$ cat config.mk
export PLATFORM = sky130hd
export DESIGN_NAME = periphTop
export DESIGN_NICKNAME = d
export VERILOG_FILES = /design/src/hw/apbPkg.sv /design/src/hw/periphPkg.sv /design/src/hw/uartCore.sv /design/src/hw/pwmUnit.sv /design/src/hw/irqCtrl.sv /design/src/hw/periphTop.sv
export VERILOG_INCLUDE_DIRS = /design/src /design/src/hw
export SDC_FILE = /design/constraint.sdc
export NUM_CORES = 1
export LEC_CHECK = 0
export ABC_AREA = 1
export ABC_CLOCK_PERIOD_IN_PS = 5350
export BUFFER_PORTS_ARGS = -buffer_cell sky130_fd_sc_hd__buf_2
export CORE_ASPECT_RATIO = 0.8
export CORE_MARGIN = 10
export CORE_UTILIZATION = 50
export CTS_CLUSTER_DIAMETER = 150
export DETAILED_ROUTE_END_ITERATION = 8
export PLACE_DENSITY_LB_ADDON = 0.05
export SLEW_MARGIN = 30
export SYNTH_ARGS = -nofsm -noshare
export SYNTH_HDL_FRONTEND = slang
export SYNTH_SLANG_ARGS = --single-unit
$ cat constraint.sdc
create_clock -name clk -period 5.35 [get_ports clk]
set_input_delay 0.2675 -clock clk [delete_from_list [all_inputs] [get_ports clk]]
set_output_delay 0.2675 -clock clk [all_outputs]
set_load 0.01 [all_outputs]
$ cat src/hw/periph_defs.svh
`ifndef PERIPH_DEFS_SVH
`define PERIPH_DEFS_SVH

//////////////////////
// UART

// Clocks per bit; uartCore also takes it as a parameter default
`define UART_DIVIDER 16

//////////////////////
// PWM

// Terminal count, the counter runs 0..180 (181 steps)
`define PWM_TOP 180

//////////////////////
// Address map blocks, offset bits 7..5

`define BLK_UART  3'd0    // 0x00 data, 0x04 status
`define BLK_PWM   3'd1    // 0x20 duty / gpin
`define BLK_TIMER 3'd3    // 0x60 timer
`define BLK_IRQ   3'd7    // 0xE0 mask, 0xF4..0xFC vectors

// Free-running timer
`define TIMER_W 32

`endif

$ cat src/hw/apbPkg.sv
package apbPkg;

	//////////////////////
	// APB signals, master to slave
	typedef struct packed {
		logic        psel;       // Slave selected
		logic        penable;    // Access phase
		logic        pwrite;     // 1 write, 0 read
		logic [7:0]  paddr;      // Byte offset in the peripheral area
		logic [31:0] pwdata;     // Always a full word
	} apbReq;

	// Slave to master, no PSLVERR
	typedef struct packed {
		logic [31:0] prdata;
		logic        pready;     // Low inserts a wait state
	} apbRsp;

	//////////////////////
	// Register offset, two decodings of the same byte

	// UART, PWM, timer and input port
	typedef struct packed {
		logic [2:0] block;
		logic [2:0] word;
		logic [1:0] byteOff;
	} genOffset;

	// Interrupt controller: mask at index 0, vectors when isVector set
	typedef struct packed {
		logic [2:0] block;
		logic       isVector;
		logic [1:0] vecIdx;
		logic [1:0] byteOff;
	} irqOffset;

	typedef union packed {
		genOffset gen;
		irqOffset irq;
	} regOffset;

endpackage

$ cat src/hw/periphPkg.sv
package periphPkg;

	//////////////////////
	// UART status flags
	typedef struct packed {
		logic rxValid;       // Byte waiting in the buffer
		logic txRdy;         // Transmitter idle
		logic rxOverrun;     // Byte lost, buffer overwritten
		logic rxFrameErr;    // Stop bit of the buffered byte was 0
	} uartFlags;

	//////////////////////
	// Interrupt sources
	// Also the layout of the enable mask: bit0 rx, bit1 tx, bit2 PWM
	typedef struct packed {
		logic pwmPeriod;     // Mask bit 2, vector 3, lowest priority
		logic txRdy;         // Mask bit 1, vector 2
		logic rxValid;       // Mask bit 0, vector 1, highest priority
	} irqSources;

endpackage

$ cat src/hw/uartCore.sv
`timescale 1ns/1ps
`include "periph_defs.svh"

// 8N1 UART with fixed baud rate
module uartCore import periphPkg::*; #(
	parameter int clksPerBit = `UART_DIVIDER
) (
	input  logic       clk,
	input  logic       reset,
	input  logic [7:0] txData,     // Byte to send
	input  logic       txWrite,    // Starts a transmission
	input  logic       rxRead,     // Clears valid and overrun
	output logic [7:0] rxData,
	output uartFlags   flags,
	input  logic       rxd,
	output logic       txd
);

	localparam int divW = $clog2(clksPerBit);

	//////////////////////
	// Transmitter

	logic [divW-1:0] txDiv;
	logic            txDivMax;
	logic [8:0]      txSh;        // Data plus start bit, LSB first
	logic [3:0]      txBitCnt;    // Bit times left, 0 when idle
	logic            txBusy;

	assign txDivMax = (txDiv == divW'(clksPerBit - 1));
	assign txBusy   = |txBitCnt;

	always_ff @(posedge clk or posedge reset) begin
		if (reset) txDiv <= '0;
		else if (txWrite || txDivMax) txDiv <= '0;    // Restart the bit time on a write
		else txDiv <= txDiv + 1'b1;
	end

	always_ff @(posedge clk or posedge reset) begin
		if (reset) begin
			txSh <= 9'h1FF;    // Line idles high
		end else if (txWrite) begin
			txSh <= {txData, 1'b0};
		end else if (txDivMax) begin
			txSh <= {1'b1, txSh[8:1]};    // Ones shift in, last one is the stop bit
		end
	end

	always_ff @(posedge clk or posedge reset) begin
		if (reset) txBitCnt <= '0;
		else if (txWrite) txBitCnt <= 4'd10;    // Start, 8 data, stop
		else if (txBusy && txDivMax) txBitCnt <= txBitCnt - 1'b1;
	end

	assign txd = txSh[0];

	//////////////////////
	// Receiver

	logic [1:0]      rxSync;      // Two-flop synchroniser
	logic [divW-1:0] rxDiv;
	logic            rxSample;
	logic [9:0]      rxSh;        // Start bit lands in bit 0 when the frame is done
	logic            rxDone;
	logic [7:0]      rxBuf;
	logic            rxStop;      // Stop bit of the buffered frame
	logic [1:0]      rxVal;       // 01 valid, 11 valid with overrun

	always_ff @(posedge clk or posedge reset) begin
		if (reset) rxSync <= 2'b11;
		else rxSync <= {rxSync[0], rxd};
	end

	// Bit timer realigns on any line edge
	always_ff @(posedge clk or posedge reset) begin
		if (reset) rxDiv <= '0;
		else if ((rxSync[1] ^ rxSync[0]) || rxDiv == divW'(clksPerBit - 1)) rxDiv <= '0;
		else rxDiv <= rxDiv + 1'b1;
	end

	assign rxSample = (rxDiv == divW'(clksPerBit / 2 - 1));    // Mid-bit
	assign rxDone   = ~rxSh[0];

	always_ff @(posedge clk or posedge reset) begin
		if (reset) rxSh <= 10'h3FF;
		else if (rxDone) rxSh <= 10'h3FF;    // Frame taken, rearm
		else if (rxSample) rxSh <= {rxSync[1], rxSh[9:1]};
	end

	always_ff @(posedge clk) begin
		if (rxDone) rxBuf <= rxSh[8:1];
	end

	always_ff @(posedge clk or posedge reset) begin
		if (reset) rxStop <= 1'b1;
		else if (rxDone) rxStop <= rxSh[9];
	end

	// New byte beats a read in the same cycle
	always_ff @(posedge clk or posedge reset) begin
		if (reset) rxVal <= '0;
		else if (rxDone) rxVal <= {rxVal[0], 1'b1};
		else if (rxRead) rxVal <= '0;
	end

	assign rxData           = rxBuf;
	assign flags.rxValid    = rxVal[0];
	assign flags.rxOverrun  = rxVal[1];
	assign flags.rxFrameErr = ~rxStop;
	assign flags.txRdy      = ~txBusy;

endmodule

$ cat src/hw/pwmUnit.sv
`timescale 1ns/1ps
`include "periph_defs.svh"

// PWM with a 181-step period and buffered duty
module pwmUnit (
	input  logic       clk,
	input  logic       reset,
	input  logic [7:0] duty,
	input  logic       dutyWrite,
	output logic       pwmOut,
	output logic       pwmPeriod    // Set at count 0, cleared by a duty write
);

	logic [7:0] count;
	logic [7:0] dutyReg;
	logic [7:0] dutyBuf;    // Active duty, changes only at the end of a period
	logic       termCnt;
	logic       zeroCnt;

	assign termCnt = (count == 8'(`PWM_TOP));
	assign zeroCnt = (count == 8'd0);

	always_ff @(posedge clk or posedge reset) begin
		if (reset) begin
			count     <= '0;
			dutyReg   <= '0;
			dutyBuf   <= '0;
			pwmOut    <= 1'b0;
			pwmPeriod <= 1'b0;
		end else begin
			count <= termCnt ? 8'd0 : count + 1'b1;
			if (dutyWrite) dutyReg <= duty;
			if (termCnt) dutyBuf <= dutyReg;
			// Compare first, so duty 0 stays low
			if (count == dutyBuf) pwmOut <= 1'b0;
			else if (zeroCnt) pwmOut <= 1'b1;
			if (zeroCnt) pwmPeriod <= 1'b1;
			else if (dutyWrite) pwmPeriod <= 1'b0;
		end
	end

endmodule

$ cat src/hw/irqCtrl.sv
`timescale 1ns/1ps

// Interrupt mask, vector table and fixed-priority select
module irqCtrl import periphPkg::*; (
	input  logic        clk,
	input  logic        reset,
	input  logic [31:0] wdata,
	input  logic        irqEnWrite,
	input  logic        vecWrite,
	input  logic [1:0]  vecIndex,     // 1..3, index 0 holds no vector
	input  irqSources   sources,
	output irqSources   enable,
	output logic        irq,
	output logic [29:0] irqVector     // Word address, bits 31..2
);

	logic [29:0] vecTab [1:3];
	irqSources   pending;

	//////////////////////
	// Registers

	always_ff @(posedge clk or posedge reset) begin
		if (reset) enable <= '0;
		else if (irqEnWrite) enable <= wdata[2:0];
	end

	// Vectors keep only the word address
	always_ff @(posedge clk) begin
		if (vecWrite && vecIndex != 2'd0) vecTab[vecIndex] <= wdata[31:2];
	end

	//////////////////////
	// Priority

	assign pending = sources & enable;
	assign irq     = |pending;

	always_comb begin
		if (pending.rxValid) irqVector = vecTab[1];
		else if (pending.txRdy) irqVector = vecTab[2];
		else irqVector = vecTab[3];    // PWM, also shown when idle
	end

endmodule

$ cat src/hw/periphTop.sv
`timescale 1ns/1ps
`include "periph_defs.svh"

// APB peripheral subsystem with UART, PWM, interrupts, timer and input port
module periphTop import apbPkg::*, periphPkg::*; (
	input  logic        clk,
	input  logic        reset,
	input  apbReq       req,
	output apbRsp       rsp,
	input  logic        rxd,
	output logic        txd,
	input  logic [3:0]  gpin,
	output logic        pwmOut,
	output logic        irq,
	output logic [29:0] irqVector
);

	regOffset              off;
	logic                  access;     // Access phase of a transfer
	logic                  done;       // Completing edge
	logic                  aligned;
	logic                  uartData;   // Offset 0x00
	logic                  stall;
	logic                  txWrite, rxRead, dutyWrite, irqEnWrite, vecWrite;
	logic [7:0]            rxData;
	uartFlags              flags;
	logic                  pwmPeriod;
	irqSources             sources;
	irqSources             enable;
	logic [`TIMER_W-1:0]   timer;

	//////////////////////
	// Decode

	assign off      = req.paddr;
	assign access   = req.psel & req.penable;
	assign aligned  = (off.gen.byteOff == 2'b00);
	assign uartData = aligned && off.gen.block == `BLK_UART && off.gen.word == 3'd0;

	// Wait while the transmitter is busy or no byte has arrived
	assign stall = uartData && (req.pwrite ? ~flags.txRdy : ~flags.rxValid);
	assign done  = access & rsp.pready;

	// One-cycle strobes at the completing edge
	assign txWrite    = done & req.pwrite & uartData;
	assign rxRead     = done & ~req.pwrite & uartData;
	assign dutyWrite  = done & req.pwrite & aligned &
		off.gen.block == `BLK_PWM & off.gen.word == 3'd0;
	assign irqEnWrite = done & req.pwrite & aligned & off.irq.block == `BLK_IRQ &
		~off.irq.isVector & off.irq.vecIdx == 2'd0;
	assign vecWrite   = done & req.pwrite & aligned & off.irq.block == `BLK_IRQ &
		off.irq.isVector;

	//////////////////////
	// Read mux

	always_comb begin
		rsp.pready = ~(access & stall);    // Low inserts a wait state
		rsp.prdata = '0;    // Unmapped reads zero
		if (aligned) begin
			case (off.gen.block)
				`BLK_UART:
					if (off.gen.word == 3'd0) rsp.prdata = {24'd0, rxData};
					else if (off.gen.word == 3'd1) rsp.prdata = {27'd0, pwmPeriod,
						flags.rxOverrun, flags.rxFrameErr, flags.txRdy, flags.rxValid};
				`BLK_PWM:   if (off.gen.word == 3'd0) rsp.prdata = {28'd0, gpin};
				`BLK_TIMER: if (off.gen.word == 3'd0) rsp.prdata = 32'(timer);
				`BLK_IRQ:
					if (!off.irq.isVector && off.irq.vecIdx == 2'd0) rsp.prdata = {29'd0, enable};
				default: rsp.prdata = '0;
			endcase
		end
	end

	// Free-running timer
	always_ff @(posedge clk or posedge reset) begin
		if (reset) timer <= '0;
		else timer <= timer + 1'b1;
	end

	//////////////////////
	// Peers

	uartCore i_uartCore (
		.clk, .reset,
		.txData(req.pwdata[7:0]), .txWrite, .rxRead,
		.rxData, .flags, .rxd, .txd
	);

	pwmUnit i_pwmUnit (
		.clk, .reset,
		.duty(req.pwdata[7:0]), .dutyWrite, .pwmOut, .pwmPeriod
	);

	assign sources.rxValid   = flags.rxValid;
	assign sources.txRdy     = flags.txRdy;
	assign sources.pwmPeriod = pwmPeriod;

	irqCtrl i_irqCtrl (
		.clk, .reset,
		.wdata(req.pwdata), .irqEnWrite, .vecWrite, .vecIndex(off.irq.vecIdx),
		.sources, .enable, .irq, .irqVector
	);

endmodule

==> results.cfg, run 1 <==
[run_status]
status = finished, final reports clean

[clock_network]
clockBufferDepth = 2
clk_pin_slew_worst_paths_ns = 0.07
insertion_delay_ns = 0.42
cts-root-buf = clkbuf_16
cts_buffers = 17
cts_resized = 0
clock-sinks = 195
cts_tree = yes
htreeDepth = 4

[pwr]
leakage_uw = 0.00438
power_density_nw_per_um2 = 310
total_power_uw = 3130
ir_drop_uv = 243

[drt]
wl_met3_mm = 1.15
drtIter0Drc = 536
wl_met1_mm = 9.41
drc = 0
finalWirelength_mm = 20.0
vias = 6351
met2_wirelength_mm = 9.30
ant_nets = 0
first_pass_iters = 5
routed_via_density = 5.25
wire_per_inst_um = 16.6
highest_layer = met4

[synthesis]
synth_top_area_cell = edfxtp_1
ys_types = 45
syn_area_um2 = 8730
synthTopCellsByArea = edfxtp_1 (34%), dfrtp_1 (21%), dfstp_2 (6.6%), nand2_1 (6.4%), nand3_1 (4.5%)
seq_area_frac_synth_pct = 61.8
syn_avg_cell_area_um2 = 10.2
syn_inst = 857
yosys_warnings = 0
synth_top_area_share_pct = 33.7
synthesis.nets = 914
ys_seq_elements = 195

[floorplan]
die_x_um = 168
boundaryPins = 116
dieArea_um2 = 23200
die_h_um = 138
start_util_pct = 50.7
core_area_um2 = 17200
rows = 43

[final_layout]
final_nets = 1028
fillers = 1528
most-common-layout-cells = nand2_1 (147), buf_2 (115), edfxtp_1 (98)
final_layout_size_suffix_gt1_share_pct = 20.9
mostFrequentLayoutCell = nand2_1
area_growth_pct = 15.6
diodes = 0

[global_routing]
grt_max_degree = 62
overflow = 0
grt_pass1_wl_mm = 32.8
grt_pass1_vias = 6282
grt_usage_pct = 17.0
antenna_found_initial = 0

[placement]
gp_congestion = 0.927
dp_hpwl_mm = 14.1
port_buffers = 115

[sta]
rsz0062_at_grt = false
finalSetupViolCount = 0
period_needed_ns = 3.01
fin_tns_setup_ns = 0
max_freq_ghz = 0.332
worstMarginPinSlew_ns = 0.776
hold_violations = 0
max-slew-margin-rel_pct = 48.2
finalCritPeriodShare_pct = 56.3
finClkSkew_ns = 0.00899
maxSlewViolCount = 0

[setup_path]
crit_arrival_ns = 2.74
reg2reg_slack_ns = 3.14
path_max_fanout = 31
reg2reg_depth = 9
path_class = flop to primary output
start_kind = flop
required_ns = 5.08
worstSetupEndpointType = primary output

[min_path]
whs_path_depth = 1
hold_path.class = input pin to flop

[run]
cap_violations = 0
-- flip-flops by register name (all words and copies together), names as in the netlist, 8 cells and up --
name and cells:
i_uartCore.rxSh 10, i_uartCore.txSh 9, i_pwmUnit.count 8, i_uartCore.rxData 8, i_irqCtrl.vecTab 90, timer 32, i_pwmUnit.dutyBuf 8, i_pwmUnit.dutyReg 8
-- cell families (layout without fill, tap and decap cells) --
family	Yosys count	after routing	share of synthesized area [%]
adder cells (fa/ha/maj)	7	7	1.00
buffers and inverters	129	256	5.95
AO/OA/AOI/OAI	92	92	6.65
AND/OR/NAND/NOR	397	397	20.9
flip-flops	195	195	61.8
XOR/XNOR	37	37	3.71
-- critical path, cell delays in order, from the launching register on --
cell and delay, ns:
dfrtp_1 0.39, inv_1 0.10, ha_1 0.15, nand2_1 0.12
inv_2 0.47, nand2_2 0.57, nand2_1 0.18, a31oi_1 0.14
buf_2 0.19
-- report_power, final --
part           internal [µW]  leakage, µW  switching, µW
clock network            652     0.000274            559
logic                   81.6      0.00204            164
registers               1640      0.00206           31.3
-- Yosys cell counts (all sizes together) --
| library cell | count |
|---|---|
| a31oi | 31 |
| o22ai | 1 |
| nand2 | 151 |
| o221ai | 1 |
| inv | 101 |
| ha | 7 |
| nand3 | 80 |
| xnor2 | 4 |
| o21ai | 25 |
| clkinv | 1 |
| nand4 | 17 |
| nor2 | 97 |
| xor2 | 33 |
| clkbuf | 18 |
| nor4 | 2 |
| or2 | 2 |
| a22oi | 9 |
| nor3b | 1 |
| o311ai | 1 |
| edfxtp | 98 |
| nor3 | 46 |
| a21boi | 1 |
| nand3b | 1 |
| buf | 9 |
| o2111ai | 1 |
| o21bai | 3 |
| dfstp | 22 |
| a21oi | 18 |
| dfrtp | 75 |
| o211ai | 1 |
-- what timing repair did --
action	in CTS	in global routing
setup buffers	0	0
hold buffers	2	0
hold endpoints to repair	34	0
-- metrics by stage --
step	hold slack [ns]	setup WS [ns]	utilization, %	cell area (µm²)	std cells
2_1_floorplan	0.272	1.77	-	8730	857
3_3_place_gp	0.364	1.96	55.2	9510	1175
3_5_place_dp	0.367	2.78	55.3	9520	1175
4_1_cts	0.0274	2.29	58.6	10100	1209
5_1_grt	0.0181	2.09	58.6	10100	1209
6_report	0.0463	2.34	58.6	10100	1209
-- layout make-up --
class                           instances  area (µm²)  share of cell area [%]
Tap cell                              225         282                    2.79
Clock buffer                           19         433                    4.29
Clock inverter                         13         123                    1.22
Sequential cell                       195        5400                    53.5
Timing Repair Buffer                  122         633                    6.27
Inverter                              102         384                    3.81
Multi-Input combinational cell        533        2840                    28.1
-- path summary, 6_finish.rpt --
kind,from,to
worst max-delay path,i_uartCore.txBitCnt[0],irqVector[0]
worst max register to register,i_uartCore.txBitCnt[0],i_irqCtrl.vecTab[1][26]
worst min register to register,i_uartCore.rxSync[0],i_uartCore.rxSync[1]
min in group asynchronous,reset,i_uartCore.rxDiv[0]
max in group asynchronous,reset,i_uartCore.txBitCnt[3]
worst min-delay path,req[20],i_irqCtrl.vecTab[1][18]
-- per-layer routing --
| metal | GRT usage, % | vias to the layer above |
|---|---|---|
| li1 | - | 3123 |
| met1 | 23.4 | 3031 |
| met2 | 26.4 | 181 |
| met3 | 4.59 | 16 |
| met4 | 3.52 | 0 |
| met5 | 0 | - |
(Power assumes the default switching activity.)
==> inputs of run 2 (changes only) <==
- ABC_CLOCK_PERIOD_IN_PS: 5350 -> 3000
- clock period: 5.35 -> 3 ns (I/O delays scaled with it)
==> results.cfg, run 2 (synthesized netlist as in run 1, its figures left out) <==
[clock_network]
insertion_delay_ns = 0.42
clock-sinks = 195
cts_buffers = 17
clk_pin_slew_worst_paths_ns = 0.07
cts-root-buf = clkbuf_16
clockBufferDepth = 2
cts_tree = yes
htreeDepth = 4
cts_resized = 0

[min_path]
hold_path.class = input pin to flop
whs_path_depth = 1

[global_routing]
antenna_found_initial = 1
grt_pass1_vias = 6674
grt_usage_pct = 17.5
grt_max_degree = 62
overflow = 0
grt_pass1_wl_mm = 33.2

[final_layout]
final_layout_size_suffix_gt1_share_pct = 20.6
final_nets = 1057
largest_register_ffs = 90
top_register = i_irqCtrl.vecTab
diodes = 0
most-common-layout-cells = nand2_1 (148), buf_2 (115), inv_1 (98), edfxtp_1 (98), nor2_1 (90)
area_growth_pct = 19.4
final_area_um2 = 10400
top_regs = i_irqCtrl.vecTab x90, timer x32, i_uartCore.rxSh x10
mostFrequentLayoutCell = nand2_1
final_cells = 1238

[setup_path]
worstSetupEndpointType = primary output
start_kind = flop
worstPathCellList = inv_1 -> ha_1 -> nand2_1 -> inv_1 -> buf_4 -> nand3_1 -> a31oi_1 -> buf_2
cpMostUsedCell = inv_1
slowest_delay_ns = 0.39
crit_arrival_ns = 2.26
crit_slowest_cell = dfrtp_1
reg2reg_depth = 9
path_max_fanout = 30
required_ns = 2.85
path_class = flop to primary output

[sta]
worstMarginPinSlew_ns = 0.745
period_needed_ns = 2.41
finalSetupViolCount = 0
hold_violations = 0
max_freq_ghz = 0.415
finClkSkew_ns = 0.00796
rsz0062_at_grt = false
finalCritPeriodShare_pct = 80.3
maxSlewViolCount = 0
setup_ws_ns = 0.592
max-slew-margin-rel_pct = 50.1

[drt]
vias = 6508
wire_per_inst_um = 16.6
first_pass_iters = 5
drc = 0
routed_via_density = 5.26
drtIter0Drc = 362
finalWirelength_mm = 20.5
ant_nets = 0

[floorplan]
die_x_um = 168
boundaryPins = 116
core_area_um2 = 17200
die_h_um = 138
dieArea_um2 = 23200
rows = 43
start_util_pct = 50.7

[placement]
port_buffers = 115
placed_area_um2 = 9540
dp_slack_ns = 0.800
gp_congestion = 0.906
dp_cells = 1177
dp_hpwl_mm = 14.5

[run]
cap_violations = 0

[pwr]
ir_drop_uv = 412
leakage_uw = 0.00452
power_density_nw_per_um2 = 546
total_power_uw = 5690

[run_status]
status = finished, final reports clean
==> run 2: layout make-up <==
cell class	instances	area (µm²)
tap	225	282
inverter	102	384
fill	1471	6790
clock inverter	11	88.8
multi-input combinational	533	2840
sequential	195	5400
timing repair buffer	151	931
clock buffer	21	503
==> run 2: path summary, 6_finish.rpt <==
| check | start | to | slack (ns) |
|---|---|---|---|
| min | req[6] | i_irqCtrl.vecTab[3][4] | 0.01 |
| min in group asynchronous | reset | i_uartCore.txDiv[3] | 0.35 |
| max | i_uartCore.txBitCnt[0] | irqVector[0] | 0.59 |
| max reg2reg | i_uartCore.txBitCnt[0] | i_irqCtrl.vecTab[3][29] | 0.83 |
| max in group asynchronous | reset | i_uartCore.rxStop | 1.87 |
| min reg2reg | i_uartCore.rxSync[0] | i_uartCore.rxSync[1] | 0.38 |
==> run 2: what timing repair did <==
item | in CTS | in global routing
buffers inserted | 0 | 0
hold buffers | 29 | 0
hold endpoints to repair | 111 | 0
==> run 2: power breakdown <==
group | internal, µW | switching [µW]
Clock | 1220 | 995
Sequential | 2930 | 62.5
Combinational | 175 | 309
Total | 4320 | 1370
==> run 2: worst max-delay path, delay by kind of cell, from the launching register on <==
kind,cells,cell delay [ns]
buf+inv,4,0.75
flops,1,0.39
fa+ha+maj,1,0.16
simple gates,2,0.22
compound gates,1,0.32
==> run 2: stage by stage <==
step	util, %	setup TNS, ns	hold WS, ns
2_1_floorplan	-	-52.19	0.154
3_3_place_gp	55.4	0	0.259
3_5_place_dp	55.4	0	0.260
4_1_cts	60.5	0	0.00227
5_1_grt	60.5	0	0.00763
6_report	60.5	0	0.0129
==> run 2: metal layers <==
metal / global-route usage (%) / wire (µm) / vias up
met1: 22.4 / 9230 / 3130
met5: 0 / 7 / -
li1: - / - / 3179
met2: 28.7 / 9880 / 175
met4: 5.44 / 302 / 2
met3: 4.16 / 1080 / 22
==> inputs of run 3 (changes only) <==
- ABC_AREA: 1 -> 0
- ABC_CLOCK_PERIOD_IN_PS: 3000 -> 2200
- clock period: 3 -> 2.2 ns (I/O delays scaled with it)
==> results.cfg, run 3 <==
[sta]
setup_ws_ns = -0.0306
rsz0062_at_grt = true
hold_violations = 0
max-slew-margin-rel_pct = 57.9
worstMarginPinSlew_ns = 0.627
max_freq_ghz = 0.448
period_needed_ns = 2.23
maxSlewViolCount = 0
finClkSkew_ns = 0.0106
fin_hold_ws_ns = 0.152
finalCritPeriodShare_pct = 101
fin_tns_setup_ns = -0.324
finalSetupViolCount = 18

[synthesis]
synthesis.nets = 670
syn_inst = 613
synth_top_family_by_area = simple AND/OR/NAND/NOR gates
synthTopCellsByArea = edfxtp_1 (35%), dfrtp_1 (22%), dfstp_2 (6.9%), mux2i_1 (4.7%), xnor2_1 (3.4%)
syn_avg_cell_area_um2 = 13.7
seq_area_frac_synth_pct = 64.3
ys_types = 59
synth-compound-area-share_pct = 4.61
synthAdderAreaFrac_pct = 1.04
synth_commonest_cells = edfxtp_1 (98), dfrtp_1 (75), nand2_1 (46), mux2i_1 (39), xnor2_1 (33)
yosys_warnings = 0
synthXorXnorAreaFrac_pct = 5.32
syn_area_um2 = 8390
yosysMostFrequentCell = edfxtp_1
ys_seq_elements = 195
synth_ff_type = edfxtp_1
synth_enable_flop_cells = 98
synthSimpleGateAreaFrac_pct = 12.4
async_flop_share_pct = 49.7
synth.mux.area_fraction_pct = 9.79
synth_top_area_cell = edfxtp_1
synth_top_area_share_pct = 35.1

[floorplan]
core_area_um2 = 16500
die_x_um = 165
start_util_pct = 50.9
die_h_um = 136
boundaryPins = 116
rows = 42
dieArea_um2 = 22400

[clock_network]
clockBufferDepth = 2
cts_buffers = 17
cts_tree = yes
cts-root-buf = clkbuf_16
clk_pin_slew_worst_paths_ns = 0.06
clock-sinks = 195
insertion_delay_ns = 0.42
htreeDepth = 4

[final_layout]
mostFrequentLayoutCell = buf_2
final_nets = 835
diodes = 0
area_growth_pct = 23.0
final_layout_size_suffix_gt1_share_pct = 31.0
top_regs = i_irqCtrl.vecTab x90, timer x32, i_uartCore.rxSh x10
most-common-layout-cells = buf_2 (114), edfxtp_1 (98), dfrtp_1 (75)
final_area_um2 = 10300
top_register = i_irqCtrl.vecTab
largest_register_ffs = 90

[setup_path]
reg2reg_slack_ns = 0.23
start_kind = flop
path_max_fanout = 8
crit_arrival_ns = 2.12
critical-path-top-delay-family = buffers and inverters
worstPathCellList = inv_2 -> ha_4 -> nor3b_4 -> and2_4 -> buf_12 -> buf_16 -> mux2i_1 -> o21ai_1 -> buf_2
path_class = flop to primary output
path_buf_inv = 4
worstSetupEndpointType = primary output
crit_slowest_cell = dfrtp_1
slowest_delay_ns = 0.38
required_ns = 2.09

[placement]
placed_area_um2 = 9270
dp_hpwl_mm = 11.7
gp_congestion = 0.826
dp_slack_ns = 0.107
port_buffers = 115

[drt]
wl_met1_mm = 8.27
finalWirelength_mm = 17.5
drtIter0Drc = 330
first_pass_iters = 4
ant_nets = 0
drc = 0
met2_wirelength_mm = 8.33
vias = 5194
wl_met3_um = 818
routed_via_density = 5.14
highest_layer = met4
wire_per_inst_um = 17.3

[pwr]
power_density_nw_per_um2 = 677
clkPwrFrac_pct = 40.9
intPower_uw = 5570
leakage_uw = 0.00422
pwr-share-comb_pct = 3.6
ir_drop_uv = 512
seq_power_share_pct = 55.5
netSwitchingFraction_pct = 20.4
switchingPower_uw = 1430

[global_routing]
overflow = 0
antenna_found_initial = 0
grt_pass1_vias = 5297
grt_max_degree = 87
grt_usage_pct = 16.3
grt_pass1_wl_mm = 28.6

[run]
cap_violations = 0

[run_status]
violations = negative setup slack
status = complete, but fails checks

[min_path]
hold_path.class = input pin to flop
-- run 3: final cells by class --
class                           instances  area (µm²)
Fill cell                            1296        6170
Tap cell                              220         275
Clock buffer                           26         500
Timing Repair Buffer                  172        1230
Sequential cell                       195        5400
Clock inverter                          6        45.0
Multi-Input combinational cell        380        2830
Inverter                               12        48.8
-- run 3: path summary, 6_finish.rpt --
check / from / to / cells after the start
max: i_uartCore.txBitCnt[0] / irqVector[23] / 9
min: req[41] / i_uartCore.rxVal[1] / 3
max reg2reg: i_uartCore.txDiv[0] / i_uartCore.txBitCnt[1] / 5
min reg2reg: i_uartCore.rxSync[0] / i_uartCore.rxSync[1] / 0
max in group asynchronous: reset / i_uartCore.rxSh[1] / 4
min in group asynchronous: reset / i_pwmUnit.count[2] / 3
-- run 3: what timing repair did --
| action | in CTS | in global routing |
|---|---|---|
| gates cloned | 3 | 0 |
| setup buffers | 8 | 3 |
| resized for setup | 37 | 3 |
| hold endpoints to repair | 112 | 0 |
| pin swaps | 2 | 3 |
| hold buffers | 34 | 0 |
| endpoints found under the setup margin | 31 | 31 |
-- run 3: stage by stage --
step           instances  util (%)  total power, µW
5_1_grt             1011      62.6             7280
6_report            1011      62.6             7000
4_1_cts             1010      62.7             7080
3_3_place_gp         933      56.2             4150
3_5_place_dp         933      56.2             4160
2_1_floorplan        613         -             4050
-- run 3: power groups by stage --
stage	logic (µW)	clock network (µW)	registers, µW
2_1_floorplan	97.6	0	3950
3_3_place_gp	200	0	3950
3_5_place_dp	210	0	3950
4_1_cts	260	2940	3880
5_1_grt	285	3110	3880
6_report	255	2860	3880
-- run 3: logic make-up after synthesis --
logic type,after synthesis
buffers and inverters,38
muxes,74
adders and majority gates,7
and+or+nand+nor,186
AOI/OAI and AO/OA,62
DFF,195
xor gates and xnor gates,51
-- run 3: worst reg2reg max path, cell delays in order, from the launching register on --
cell     delay, ns
dfrtp_1       0.40
ha_1          0.23
nand3_1       0.43
nor2_1        0.41
mux2i_1       0.11
or2_2         0.28
-- run 3: metal layers --
layer / up-vias / global-route usage (%)
met5: - / 0
met2: 100 / 25.1
li1: 2534 / -
met4: 0 / 3.83
met3: 2 / 4.77
met1: 2558 / 22.5
